--- src/logic/usb_sie_pkg.sv ---
// register map and line codes for a full-speed only SIE with two downstream ports
package usb_sie_pkg;

	localparam int addr_w = 6;
	localparam int byte_w = 8;

	typedef logic [addr_w-1:0] addr_t; // microcontroller register address
	typedef logic [byte_w-1:0] byte_t;

	// encoded as the {d+, d-} pin levels, full speed idle is J
	typedef enum logic [1:0] {
		se0     = 2'b00,
		k_state = 2'b01,
		j_state = 2'b10,
		se1     = 2'b11
	} line_state_t;

	// status of both ports
	localparam addr_t reg_line_state_a = 6'h00;
	localparam addr_t reg_line_state_b = 6'h01;
	localparam addr_t reg_discon_a     = 6'h02;
	localparam addr_t reg_discon_b     = 6'h03;

	// bit 0 of port_sel_tx drives port a, bit 1 port b
	localparam addr_t reg_port_sel_rx  = 6'h04;
	localparam addr_t reg_port_sel_tx  = 6'h05;

	localparam addr_t reg_tx_data      = 6'h06; // write loads a byte and starts a packet
	localparam addr_t reg_tx_pending   = 6'h07;
	localparam addr_t reg_tx_valid     = 6'h08; // any write ends the packet
	localparam addr_t reg_gen_reset    = 6'h09;

	localparam addr_t reg_rx_data      = 6'h0a; // read clears rx_pending
	localparam addr_t reg_rx_pending   = 6'h0b;
	localparam addr_t reg_rx_active    = 6'h0c;
	localparam addr_t reg_rx_error     = 6'h0d; // sticky for the current packet

endpackage

--- src/logic/usb_rx_deserializer.sv ---
// deserializer samples at fixed oversampling without clock recovery and drops a partial last byte
`timescale 1ns/10ps

module usb_rx_deserializer #(
	parameter int clks_per_bit = 4
) (
	input  logic                     usb_clk,
	input  logic                     usb_rst,
	input  usb_sie_pkg::line_state_t rx_line,
	output usb_sie_pkg::byte_t       rx_data,
	output logic                     rx_valid,
	output logic                     rx_active,
	output logic                     rx_error
);

	localparam int cnt_w = $clog2(clks_per_bit);
	localparam logic [7:0] sync_levels = 8'b0101_0100; // d+ of KJKJKJKK, oldest in bit 7

	usb_sie_pkg::line_state_t prev_line;
	logic [cnt_w-1:0] cnt;      // phase inside the bit, 0 at a line change
	logic [7:0]       sync_sr;
	logic [7:0]       shift;
	logic [2:0]       bit_cnt;
	logic [2:0]       ones;
	logic             last_lvl; // previous sampled d+ level

	logic       edge_seen;
	logic       sample;
	logic       dp;
	logic       bit_in;
	logic       is_se0;
	logic       is_se1;
	logic [7:0] sync_next;

	assign edge_seen = (rx_line != prev_line);
	assign sample    = !edge_seen && (cnt == cnt_w'(clks_per_bit / 2)); // mid-bit
	assign dp        = rx_line[1];
	assign bit_in    = (dp == last_lvl); // NRZI, no change is a one
	assign is_se0    = (rx_line == usb_sie_pkg::se0);
	assign is_se1    = (rx_line == usb_sie_pkg::se1);
	assign sync_next = {sync_sr[6:0], dp};

	always_ff @(posedge usb_clk)
		prev_line <= rx_line;

	// re-phase on every transition
	always_ff @(posedge usb_clk) begin
		if (usb_rst)
			cnt <= '0;
		else if (edge_seen)
			cnt <= cnt_w'(1);
		else
			cnt <= (cnt == cnt_w'(clks_per_bit - 1)) ? '0 : cnt + 1'b1;
	end

	always_ff @(posedge usb_clk) begin
		if (usb_rst) begin
			rx_active <= 1'b0;
			rx_valid  <= 1'b0;
			rx_error  <= 1'b0;
			sync_sr   <= '1;
			bit_cnt   <= '0;
			ones      <= '0;
			last_lvl  <= 1'b1;
		end else begin
			rx_valid <= 1'b0;
			rx_error <= 1'b0;
			if (sample) begin
				if (!rx_active) begin
					// hunt for SYNC, single-ended states restart the search
					sync_sr <= (is_se0 || is_se1) ? 8'hff : sync_next;
					if (!is_se0 && !is_se1 && sync_next == sync_levels) begin
						rx_active <= 1'b1;
						last_lvl  <= dp;
						ones      <= 3'd1; // trailing KK of SYNC counts toward stuffing
						bit_cnt   <= '0;
					end
				end else if (is_se0) begin
					rx_active <= 1'b0; // EOP
					sync_sr   <= '1;
				end else if (is_se1) begin
					rx_error <= 1'b1;
				end else begin
					last_lvl <= dp;
					if (ones == 3'd6) begin
						ones     <= '0;
						rx_error <= bit_in; // a one here means a missing stuff bit
					end else begin
						ones    <= bit_in ? ones + 3'd1 : 3'd0;
						shift   <= {bit_in, shift[7:1]}; // lsb first
						bit_cnt <= bit_cnt + 3'd1;
						if (bit_cnt == 3'd7) begin
							rx_valid <= 1'b1;
							rx_data  <= {bit_in, shift[7:1]};
						end
					end
				end
			end
		end
	end

endmodule

--- config.mk ---
export PLATFORM = sky130hd
export DESIGN_NAME = usb_rx_deserializer
export DESIGN_NICKNAME = d
export VERILOG_FILES = /design/src/logic/usb_sie_pkg.sv /design/src/logic/usb_rx_deserializer.sv
export SDC_FILE = /design/constraint.sdc
export NUM_CORES = 1
export LEC_CHECK = 0
export BUFFER_PORTS_ARGS = -buffer_cell sky130_fd_sc_hd__buf_2
export CAP_MARGIN = 20
export CORE_MARGIN = 8
export CORE_UTILIZATION = 55
export DETAILED_ROUTE_END_ITERATION = 10
export GPL_ROUTABILITY_DRIVEN = 0
export PLACE_DENSITY = 0.84
export SETUP_SLACK_MARGIN = 0.2
export SLEW_MARGIN = 20
export SYNTH_ARGS = -nofsm -noshare
export SYNTH_HDL_FRONTEND = slang
export SYNTH_SLANG_ARGS = --single-unit
--- constraint.sdc ---
create_clock -name usb_clk -period 6.3 [get_ports usb_clk]
set_clock_uncertainty 0.1 [all_clocks]
set_input_delay 0.315 -clock usb_clk [delete_from_list [all_inputs] [get_ports usb_clk]]
set_output_delay 0.315 -clock usb_clk [all_outputs]
set_load 0.02 [all_outputs]
; Word level (Yosys, flattened, before mapping)
; Index checks and enable logic that the tools add are counted.
[op_classes]
n_reduce_logical = 17
add_sub_neg = 3
eq_ne = 12
shifts = 0
n_mul = 0
bitwise_logic = 6
div = 0
n_lt_le_gt_ge = 0
mux = 26
[op_table]
columns = cell, count
row1 = 2-to-1 mux 3 bit, 11
row2 = 2-to-1 mux 7 bit, 3
row3 = 2-to-1 mux 1 bit, 12
row4 = == test 8 x 7 -> 1 bit (second input constant), 1
row5 = AND reduction 7 bit, 1
row6 = adder 3 x 1 -> 3 bit (second input constant), 2
row7 = == test 2 bit (second input constant), 3
row8 = == test 3 bit (second input constant), 2
row9 = inequality test 2 bit (second input constant), 3
row10 = NOT 1 bit, 6
row11 = AND reduction 6 bit, 1
row12 = OR reduction 6 bit, 1
row13 = AND reduction 5 bit, 1
row14 = AND reduction 4 bit, 1
row15 = OR reduction 4 bit, 1
row16 = logical AND 1 bit, 3
row17 = zero test 1 bit, 3
row18 = OR reduction 3 bit, 1
row19 = adder 2 x 1 -> 2 bit (second input constant), 1
row20 = zero test 2 bit, 1
row21 = inequality test 2 x 1 -> 1 bit (second input constant), 1
row22 = inequality test 2 bit, 1
row23 = AND reduction 2 bit, 1
row24 = nonzero test 2 bit, 1
row25 = other kinds (2), 2
[totals]
in_bits = 4
n_memories = 0
out_inout_bits = 11
regBits = 37
latch_bits = 0
mem_bits_rw = 0
romBits = 0

; Depth between registers and ports, before layout
; Gate-level depths: netlist of the first run.
[depth]
depth_word = 6
depth_mapped = 7

; Least setup slack after synthesis of the first run
; OpenSTA, ideal clock, no wires.
[synth_path]
path_type = input to register
start = input rx_line[1]
end = register rx_data[0], enable pin
n_path_buf = 0
path_stages = 4
arrival_time_ns = 2.130
setup_slack_ns = 3.738
cell_sequence = xnor2_1 -> nand3_1 -> nor4_1 -> and2_1
[synth_between]
elab_chain_len = 4
elab_cells_between_ends = 8
classes_between = eq/ne (2) / bitwise (2) / reduce/logical (4)
[synth_rtl]
columns = element, line_no
row1 = from (decl), usb_rx_deserializer.sv:9  ; input usb_sie_pkg::line_state_t rx_line,
row2 = inequality test 2 bit, usb_rx_deserializer.sv:35  ; assign edge_seen = (rx_line != prev_line);
row3 = zero test 1 bit, usb_rx_deserializer.sv:36  ; assign sample = !edge_seen && (cnt == cnt_w'(clks_per_bit / 2));
row4 = logical AND 1 bit, usb_rx_deserializer.sv:36
row5 = AND reduction 7 bit (no source line) (*), -
row6 = to (signal assigned), usb_rx_deserializer.sv:94  ; rx_data <= {bit_in, shift[7:1]};
row7 = to (decl), usb_rx_deserializer.sv:10  ; output usb_sie_pkg::byte_t rx_data,
; Every way passes the cells marked *; elsewhere a longest branch is shown, timed or not.
; A chain may end at the register's enable or synchronous reset.

; Final worst setup path of the first run
[layout_path]
start = register prev_line[1]
end = register rx_data[6], enable pin
[layout_between]
elab_chain_len = 4
[layout_rtl]
columns = element, line_no
row1 = from (decl), usb_rx_deserializer.sv:19  ; usb_sie_pkg::line_state_t prev_line;
row2 = from (signal assigned), usb_rx_deserializer.sv:44  ; prev_line <= rx_line;
row3 = inequality test 2 bit, usb_rx_deserializer.sv:35
row4 = zero test 1 bit, usb_rx_deserializer.sv:36
row5 = logical AND 1 bit, usb_rx_deserializer.sv:36
row6 = AND reduction 7 bit (no source line), -
; Every way passes these cells.

==> results of run 1 <==
## worst reg2reg max path: stages (launching register included)
cell	delay, ns
dfxtp_1	0.32
xnor2_1	0.39
nand3_1	0.27
nor4_1	0.28
buf_4	0.21
and2_1	0.36
## synthesized netlist by cell type (2+ instances only)
| library cell | number | share of area (%) |
|---|---|---|
| a21oi_1 | 4 | 1.3 |
| inv_1 | 7 | 1.8 |
| nand3_1 | 4 | 1.3 |
| nand2b_1 | 2 | 0.84 |
| nand4_1 | 2 | 0.84 |
| o41ai_1 | 2 | 1.2 |
| nor3_1 | 4 | 1.3 |
| edfxtp_1 | 15 | 30 |
| nand2_1 | 7 | 1.8 |
| clkbuf_1 | 4 | 1.0 |
| dfxtp_1 | 21 | 28 |
| nor2_1 | 10 | 2.5 |
| o21ai_0 | 10 | 3.4 |
| o211ai_1 | 2 | 1.0 |
| and2_1 | 2 | 0.84 |
| xnor2_1 | 3 | 1.8 |
| nor4_1 | 3 | 1.3 |
| o31ai_1 | 2 | 1.0 |
| ha_1 | 9 | 7.6 |
| o311ai_0 | 2 | 1.2 |
## power by group
group / internal (W) / switching, W
Sequential: 0.000243 / 0.00000116
Combinational: 0.00000514 / 0.0000111
Clock: 0.0000657 / 0.0000707
## per-stage QoR
step	setup slack (ns)	total power, W	cells	hold slack [ns]	cell area (um2)
2_1_floorplan	3.74	0.000260	131	0.243	1490
3_3_place_gp	3.85	0.000264	172	0.308	1580
3_5_place_dp	3.75	0.000265	172	0.307	1580
4_1_cts	4.02	0.000400	180	0.0567	1650
5_1_grt	3.81	0.000415	180	0.0497	1650
6_report	4.04	0.000396	180	0.0641	1650
## cells in the final DEF (no fill, tap or decap), drive strengths merged
cell type  count
a211o          1
a211oi         1
a21oi          4
a31oi          1
and2           2
and3           1
and4           1
and4b          1
buf           15
clkbuf         8
dfxtp         21
edfxtp        15
ha             9
inv            7
nand2          7
nand2b         2
nand3          4
nand3b         1
nand4          2
nand4bb        1
nor2          10
nor3           4
nor4           3
o2111ai        1
o211ai         2
o21ai         10
o311ai         2
o31a           1
o31ai          2
o32ai          1
o41ai          2
or3b           2
or4            1
or4b           1
xnor2          3
## flip-flops by register name (all words and copies together) (netlist names)
register and cells:
bit_cnt 3, cnt 2, last_lvl 1, ones 3, prev_line 2, rx_active 1
rx_data 8, rx_error 1, rx_valid 1, shift 7, sync_sr 7
## logic make-up after synthesis
| kind of cell | synth area share (%) |
|---|---|
| adder cells (fa/ha/maj) | 7.57 |
| AND/OR/NAND/NOR | 16.2 |
| XOR/XNOR | 1.77 |
| buffers and inverters | 3.53 |
| AO/OA/AOI/OAI | 12.4 |
| flip-flops | 58.5 |
## how the worst max path moves through the flow
stage / endpoint / slack, ns / depth (start not counted)
finish: rx_data[6]$_DFFE_PP_ / 4.04 / 5
global route: rx_data[5]$_DFFE_PP_ / 3.81 / 5
CTS: rx_data[5]$_DFFE_PP_ / 4.02 / 5
detailed placement: ones[1]$_SDFFE_PP0P_ / 3.75 / 7
global placement: ones[1]$_SDFFE_PP0P_ / 3.85 / 7
floorplan: rx_data[0]$_DFFE_PP_ / 3.74 / 4
## area by class of cell
type | instances | area (um2) | area share (%)
Clock buffer | 8 | 68.8 | 4.18
Inverter | 7 | 26.3 | 1.60
Multi-Input combinational cell | 83 | 564 | 34.3
Sequential cell | 36 | 871 | 52.9
Tap cell | 31 | 38.8 | 2.36
Timing Repair Buffer | 15 | 77.6 | 4.71
## per-layer routing
| layer | up-vias | part of all wire (%) | GRT usage [%] |
|---|---|---|---|
| met2 | 42 | 50 | 22.4 |
| met5 | - | 0 | 0 |
| met4 | 0 | 2.1 | 9.97 |
| met3 | 8 | 7.9 | 5.07 |
| met1 | 484 | 40 | 14.6 |
| li1 | 522 | - | - |
==> impl_metrics.env, run 1 <==
export IMPL_outcome="completed"
export IMPL_rr_startpoint="prev_line[1]$_DFF_P_"
export IMPL_leakage_nw=0.625
export IMPL_grt_use_total_pct=13.8
export IMPL_criticalPathCategory="reg -> reg"
export IMPL_num_fill_cells=213
export IMPL_critPathLaunchType="register"
export IMPL_clkLatencyLatePin_ns=0.33
export IMPL_peakVddDrop_mv=0.248
export IMPL_rsz0062_at_grt="no"
export IMPL_htree_levels=2
export IMPL_cts_tree="done"
export IMPL_rrSetupSlack_ns=4.04
export IMPL_ff2ff_path_depth=5
export IMPL_maxCapViolations=0
export IMPL_io_buffer_count=14
export IMPL_die_area_um2=4630
export IMPL_post_cts_resized=0
export IMPL_first_pass_iters=4
export IMPL_r2r_end="rx_data[6]$_DFFE_PP_"
export IMPL_yosys_warnings=0
export IMPL_chipWidth_um=68.0
export IMPL_cts_setup_buffers=0
export IMPL_grt_max_degree=15
export IMPL_cp_arrival_ns=2.16
export IMPL_clock_sinks=36
export IMPL_crit_required_ns=6.20
export IMPL_cts_buffers=5
export IMPL_grt_pass1_vias=1085
export IMPL_drv_slew=0
export IMPL_drt_iter0_drc=55
export IMPL_min_delay_path_depth=1
export IMPL_crit_family="simple AND/OR/NAND/NOR gates"
export IMPL_core_area_um2=2660
export IMPL_setup_viol=0
export IMPL_path_max_fanout=9
export IMPL_fin_crit_sh_pct=35.8
export IMPL_ys_ff_latch=36
export IMPL_hold_viol_final=0
export IMPL_area_growth_pct=10.7
export IMPL_synth_seq_area_share_pct=58.5
export IMPL_synth_async_reset_ratio_pct=0
export IMPL_start_util_pct=55.9
export IMPL_via_count=1056
export IMPL_synthCells=131
export IMPL_drt_total_wl_mm=2.68
export IMPL_fp_dieH_um=68.0
export IMPL_cts_root_buffer_cell="clkbuf_4"
export IMPL_hold_class="in -> reg"
export IMPL_setup_tns_ns=0
export IMPL_drc=0
export IMPL_slowest_delay_ns=0.39
export IMPL_wire_per_inst_um=14.9
export IMPL_grt_antenna_before_repair=0
export IMPL_hold_path_endpoint="prev_line[0]$_DFF_P_"
export IMPL_synth_ff_type="dfxtp_1"
export IMPL_diodes=0
export IMPL_fmax_mhz=443
export IMPL_vias_per_cell=5.87
export IMPL_min_from="rx_line[0]"
export IMPL_crit_chain="xnor2_1 -> nand3_1 -> nor4_1 -> buf_4 -> and2_1"
export IMPL_drive_gt1_share_pct=16.1
export IMPL_post_route_util_pct=61.8
export IMPL_grt_pass1_wl_mm=4.77
export IMPL_synth_edf_count=15
export IMPL_synth_nets=144
export IMPL_p_per_area_nw_per_um2=241
export IMPL_clockBufferDepth=2
export IMPL_num_nets_final=161
export IMPL_hold_buffers=0
export IMPL_slowest_stage="xnor2_1"
export IMPL_relSlewSlack_pct=66.3
export IMPL_drtAntennaViolNets=0
export IMPL_crit_path_end_kind="register"
export IMPL_gr_total_overflow=0
export IMPL_worst_slew_pin_slew_ns=0.501
export IMPL_rows=19
export IMPL_syn_cell_area_um2=1490
export IMPL_crit_buf_inv=1
export IMPL_layout_min_cycle_time_ns=2.26
export IMPL_avgSynthCellArea_um2=11.4
export IMPL_crit_start="prev_line[1]$_DFF_P_"
export IMPL_cts_reportedPaths_clkPinSlew_ns=0.10
export IMPL_io_pins=15
export IMPL_synth_cell_types=36
No activity file was read; power rests on OpenSTA's default activity.
==> inputs of run 2 (changes only) <==
==> constraint.sdc (replaced) <==
create_clock -name usb_clk -period 2.1 [get_ports usb_clk]
set_clock_uncertainty 0.1 [all_clocks]
set_input_delay 0.105 -clock usb_clk [delete_from_list [all_inputs] [get_ports usb_clk]]
set_output_delay 0.105 -clock usb_clk [all_outputs]
set_load 0.02 [all_outputs]
==> run 2 against run 1 <==
Clock power is 140% higher. Routed wire length up 12%. Critical path depth is 1 lower. Combinational power grew to 4.0 times the previous value. Global-route usage rose by 0.76 points. Sequential power increased to 3.0 times the previous value. Via count up 5.6%. Hold slack better by 0.072 ns. Non-clock buffer count rose by 10. Fmax is 16% higher. Cell area grew 7.1%. Sequential share of layout area decreased by 3.2 points. Largest cell class unchanged.
==> impl_metrics.env, run 2 (synthesis results as in run 1) <==
export IMPL_relSlewSlack_pct=69.8
export IMPL_setup_ws_ns=0.155
export IMPL_rows=19
export IMPL_hold_worst_slack_ns=0.136
export IMPL_fmax_mhz=514
export IMPL_pwr_share_clk_pct=28.9
export IMPL_power_switching_w=0.000249
export IMPL_wire_per_inst_um=15.8
export IMPL_power_internal_w=0.000869
export IMPL_seq_power_share_pct=65.3
export IMPL_cts_reportedPaths_clkPinSlew_ns=0.10
export IMPL_multiInputGateArea_um2=617
export IMPL_min_from="rx_line[1]"
export IMPL_cp_arrival_ns=2.12
export IMPL_cts_buffers=5
export IMPL_diodes=0
export IMPL_drt_iter0_drc=29
export IMPL_chipWidth_um=68.0
export IMPL_area_growth_pct=18.6
export IMPL_num_fill_cells=205
export IMPL_post_route_util_pct=66.3
export IMPL_layout_min_cycle_time_ns=1.95
export IMPL_maxCapViolations=0
export IMPL_hold_viol_final=0
export IMPL_hold_class="in -> reg"
export IMPL_fin_crit_sh_pct=92.6
export IMPL_regMostFlops="rx_data"
export IMPL_clkLatencyLatePin_ns=0.34
export IMPL_critPathLaunchType="register"
export IMPL_grt_pass1_wl_mm=5.00
export IMPL_setup_tns_ns=0
export IMPL_num_nets_final=171
export IMPL_worst_slew_pin_slew_ns=0.450
export IMPL_combPwrFrac_pct=5.8
export IMPL_io_buffer_count=14
export IMPL_path_max_fanout=6
export IMPL_final_common_cell="dfxtp_1"
export IMPL_reg_top3="rx_data: 8 flops, shift: 7 flops, sync_sr: 7 flops"
export IMPL_start_util_pct=55.9
export IMPL_outcome="completed"
export IMPL_drc=0
export IMPL_swShare_pct=22.2
export IMPL_drv_slew=0
export IMPL_crit_start="sync_sr[1]$_SDFFE_PP1P_"
export IMPL_io_pins=15
export IMPL_dpl_hpwl_mm=2.14
export IMPL_clockBufferDepth=2
export IMPL_htree_levels=2
export IMPL_layout_common_cells="dfxtp_1, edfxtp_1, buf_2"
export IMPL_drt_total_wl_mm=2.99
export IMPL_crit_required_ns=2.28
export IMPL_grt_antenna_before_repair=0
export IMPL_dp_slack_ns=-0.0194
export IMPL_setup_viol=0
export IMPL_p_per_area_nw_per_um2=634
export IMPL_crit_path_end_kind="register"
export IMPL_via_count=1115
export IMPL_grt_pass1_vias=1133
export IMPL_leakage_nw=0.672
export IMPL_grt_max_degree=13
export IMPL_peakVddDrop_mv=0.495
export IMPL_rsz0062_at_grt="yes"
export IMPL_rr_startpoint="sync_sr[1]$_SDFFE_PP1P_"
export IMPL_grt_use_total_pct=14.6
export IMPL_fp_dieH_um=68.0
export IMPL_drive_gt1_share_pct=25.3
export IMPL_vias_per_cell=5.90
export IMPL_cts_root_buffer_cell="clkbuf_4"
export IMPL_drtAntennaViolNets=0
export IMPL_largest_register_ffs=8
export IMPL_cts_tree="done"
export IMPL_die_area_um2=4630
export IMPL_criticalPathCategory="reg -> reg"
export IMPL_clock_sinks=36
export IMPL_gr_total_overflow=0
export IMPL_first_pass_iters=4
export IMPL_core_area_um2=2660
export IMPL_seq_area_um2=877
-- run 2: changes by cell type in the layout (fill, tap and decap cells not counted), sizes merged --
| cell | previous run | this run |
|---|---|---|
| buf | 15 | 22 |
| clkbuf | 8 | 5 |
| clkinv | 0 | 2 |
| dlygate4sd3 | 0 | 3 |
-- run 2: power by group through the flow --
stage	Clock (W)	Sequential, W	Combinational, W
6_report	0.000323	0.000730	0.0000653
5_1_grt	0.000362	0.000731	0.0000729
4_1_cts	0.000337	0.000730	0.0000643
3_5_place_dp	0	0.000746	0.0000588
3_3_place_gp	0	0.000746	0.0000559
2_1_floorplan	0	0.000746	0.0000389
-- run 2: critical path, cell delays in order, from the launching register on --
cell	delay, ns
dfxtp_2	0.34
or3b_4	0.38
o31a_1	0.36
or4b_1	0.55
a21oi_2	0.16
-- run 2: routing by layer --
metal  vias up  track usage, %  routed length (um)
met5         -               0                   0
met4         0            7.67                  74
met3         9            6.06                 230
met2        27            26.4                1530
met1       543            13.8                1150
li1        536               -                   -
-- run 2: final cells by class --
type	instances	share of cell area, %
clock buffers	5	2.13
repair buffers	25	9.08
well taps	31	2.20
inverters	7	1.49
flip-flops and latches	36	49.7
multi-input cells	83	35.0
clock inverters	2	0.426
-- run 2: worst paths after layout --
check	to	slack, ns	cells past startpoint
worst max-delay path	ones[1]$_SDFFE_PP0P_	0.15	4
worst min-delay path	last_lvl$_SDFFE_PP1P_	0.14	4
worst max register to register	ones[1]$_SDFFE_PP0P_	0.15	4
worst min register to register	rx_data[0]$_DFFE_PP_	0.33	0
-- run 2: per-stage QoR --
step / cell area, um2 / total power, W / cells
2_1_floorplan: 1530 / 0.000785 / 131
3_3_place_gp: 1660 / 0.000802 / 177
3_5_place_dp: 1660 / 0.000805 / 177
4_1_cts: 1750 / 0.00113 / 188
5_1_grt: 1760 / 0.00117 / 189
6_report: 1760 / 0.00112 / 189
-- run 2: timing repair --
action | 4_1_cts | 5_1_grt
gates cloned | 0 | 0
endpoints found under the hold margin | 6 | 0
buffers inserted | 1 | 1
hold buffers | 3 | 0
resized for setup | 2 | 3
pin swaps | 2 | 3
setup endpoints to repair | 4 | 3
==> inputs of run 3 (changes only) <==
--- a/config.mk
+++ b/config.mk
@@ -8,10 +8,10 @@
 export BUFFER_PORTS_ARGS = -buffer_cell sky130_fd_sc_hd__buf_2
 export CAP_MARGIN = 20
 export CORE_MARGIN = 8
-export CORE_UTILIZATION = 55
+export CORE_UTILIZATION = 56
 export DETAILED_ROUTE_END_ITERATION = 10
 export GPL_ROUTABILITY_DRIVEN = 0
-export PLACE_DENSITY = 0.84
+export PLACE_DENSITY = 0.85
 export SETUP_SLACK_MARGIN = 0.2
 export SLEW_MARGIN = 20
 export SYNTH_ARGS = -nofsm -noshare
==> run 3 against run 2 <==
Final cell count rose by 0.53%. Fmax up 1.1%. Clock-buffer cell count grew 1. Sequential power is essentially flat. Critical path type unchanged. Sequential share of layout area down 0.73 points. Critical endpoint unchanged. Setup slack better by 0.022 ns. Combinational power about the same. Power rose by 13%.
==> impl_metrics.env, run 3 (synthesis results as in run 1) <==
export IMPL_hold_viol_final=0
export IMPL_slowest_delay_ns=0.52
export IMPL_grt_use_total_pct=14.8
export IMPL_relSlewSlack_pct=70.3
export IMPL_clkLatencyLatePin_ns=0.34
export IMPL_fmax_mhz=520
export IMPL_path_max_fanout=7
export IMPL_leakage_nw=0.693
export IMPL_clockBufferDepth=2
export IMPL_core_area_um2=2500
export IMPL_critPathLaunchType="register"
export IMPL_layout_common_cells="dfxtp_1, edfxtp_1, buf_2"
export IMPL_cts_buffers=5
export IMPL_setup_viol=0
export IMPL_grt_max_degree=13
export IMPL_largest_register_ffs=8
export IMPL_grt_pass1_vias=1159
export IMPL_wire_per_inst_um=15.5
export IMPL_chipWidth_um=67.5
export IMPL_grt_pass1_wl_mm=5.06
export IMPL_drt_iter0_drc=46
export IMPL_layout_min_cycle_time_ns=1.92
export IMPL_cp_arrival_ns=2.10
export IMPL_reg_top3="rx_data: 8 flops, shift: 7 flops, sync_sr: 7 flops"
export IMPL_crit_chain="or3b_4 -> o31a_1 -> or4b_1 -> a21oi_1"
export IMPL_worst_slew_pin_slew_ns=0.442
export IMPL_outcome="completed"
export IMPL_crit_required_ns=2.28
export IMPL_p_per_area_nw_per_um2=707
export IMPL_setup_tns_ns=0
export IMPL_crit_buf_inv=0
export IMPL_peakVddDrop_mv=0.541
export IMPL_cts_root_buffer_cell="clkbuf_4"
export IMPL_multiInputGateArea_um2=607
export IMPL_regMostFlops="rx_data"
export IMPL_start_util_pct=59.5
export IMPL_drive_gt1_share_pct=26.3
export IMPL_clock_sinks=36
export IMPL_maxCapViolations=0
export IMPL_criticalPathCategory="reg -> reg"
export IMPL_area_growth_pct=20.5
export IMPL_first_pass_iters=4
export IMPL_grt_antenna_before_repair=0
export IMPL_cts_tree="done"
export IMPL_drc=0
export IMPL_seq_area_um2=878
export IMPL_drt_total_wl_mm=2.95
export IMPL_finalPower_w=0.00127
export IMPL_drtAntennaViolNets=0
export IMPL_io_buffer_count=14
export IMPL_dpl_hpwl_mm=2.03
export IMPL_die_area_um2=4560
export IMPL_rsz0062_at_grt="yes"
export IMPL_crit_path_end_kind="register"
export IMPL_fp_dieH_um=67.5
export IMPL_drv_slew=0
export IMPL_rows=18
export IMPL_num_nets_final=172
export IMPL_io_pins=15
export IMPL_final_common_cell="dfxtp_1"
export IMPL_num_fill_cells=175
export IMPL_crit_family="simple AND/OR/NAND/NOR gates"
export IMPL_cts_reportedPaths_clkPinSlew_ns=0.10
export IMPL_htree_levels=2
export IMPL_hold_class="in -> reg"
export IMPL_via_count=1134
export IMPL_gr_total_overflow=0
export IMPL_slowest_stage="or4b_1"
export IMPL_fin_crit_sh_pct=91.6
export IMPL_diodes=0
export IMPL_vias_per_cell=5.97
==> run 3: final cells by class <==
type	instances	area share (%)
sequential	36	49.0
multi-input combinational	83	33.8
timing repair buffer	26	9.35
clock buffer	6	2.30
tap	30	2.09
clock inverter	2	1.95
inverter	7	1.47
==> run 3: worst paths after layout <==
path	start	end	slack, ns	depth (start not counted)
max	rx_active$_SDFFE_PP0N_	ones[1]$_SDFFE_PP0P_	0.18	4
max reg2reg	rx_active$_SDFFE_PP0N_	ones[1]$_SDFFE_PP0P_	0.18	4
min reg2reg	shift[2]$_DFFE_PP_	rx_data[1]$_DFFE_PP_	0.36	0
min	rx_line[1]	last_lvl$_SDFFE_PP1P_	0.13	4
==> run 3: metrics by stage <==
step / setup WS, ns / area, um2 / hold slack (ns) / utilization (%) / cells
after floorplan: 0.181 / 1530 / 0.0327 / - / 131
after global placement: 0.0743 / 1670 / 0.256 / 66.6 / 177
after detailed placement: 0.0407 / 1670 / 0.264 / 66.6 / 177
after CTS: 0.178 / 1790 / 0.122 / 71.7 / 190
after global routing: 0.0991 / 1790 / 0.151 / 71.7 / 190
final: 0.176 / 1790 / 0.131 / 71.7 / 190
==> run 3: metal layers <==
| metal | wire length [um] | GRT usage, % | part of all wire, % |
|---|---|---|---|
| met2 | 1460 | 25.6 | 49 |
| met5 | 0 | 0 | 0 |
| met1 | 1170 | 14.7 | 40 |
| met4 | 91 | 9.66 | 3.1 |
| met3 | 231 | 5.30 | 7.8 |
==> run 3: power breakdown <==
part           internal [W]  leakage, nW  switching (W)
Combinational     0.0000264        0.345      0.0000390
Sequential         0.000726        0.306     0.00000410
Clock              0.000249       0.0422       0.000222
==> run 3: tightest hold or removal path, stage by stage <==
cell      delay [ns]
buf_2           0.10
inv_1           0.06
buf_4           0.11
o311ai_0        0.13
==> run 3: timing repair <==
action,CTS,global route
pin swaps,2,1
gates resized for setup,3,1
endpoints found under the setup margin,4,5
setup buffers,2,0
hold endpoints to repair,5,0
gates cloned,0,0
hold buffers,3,0
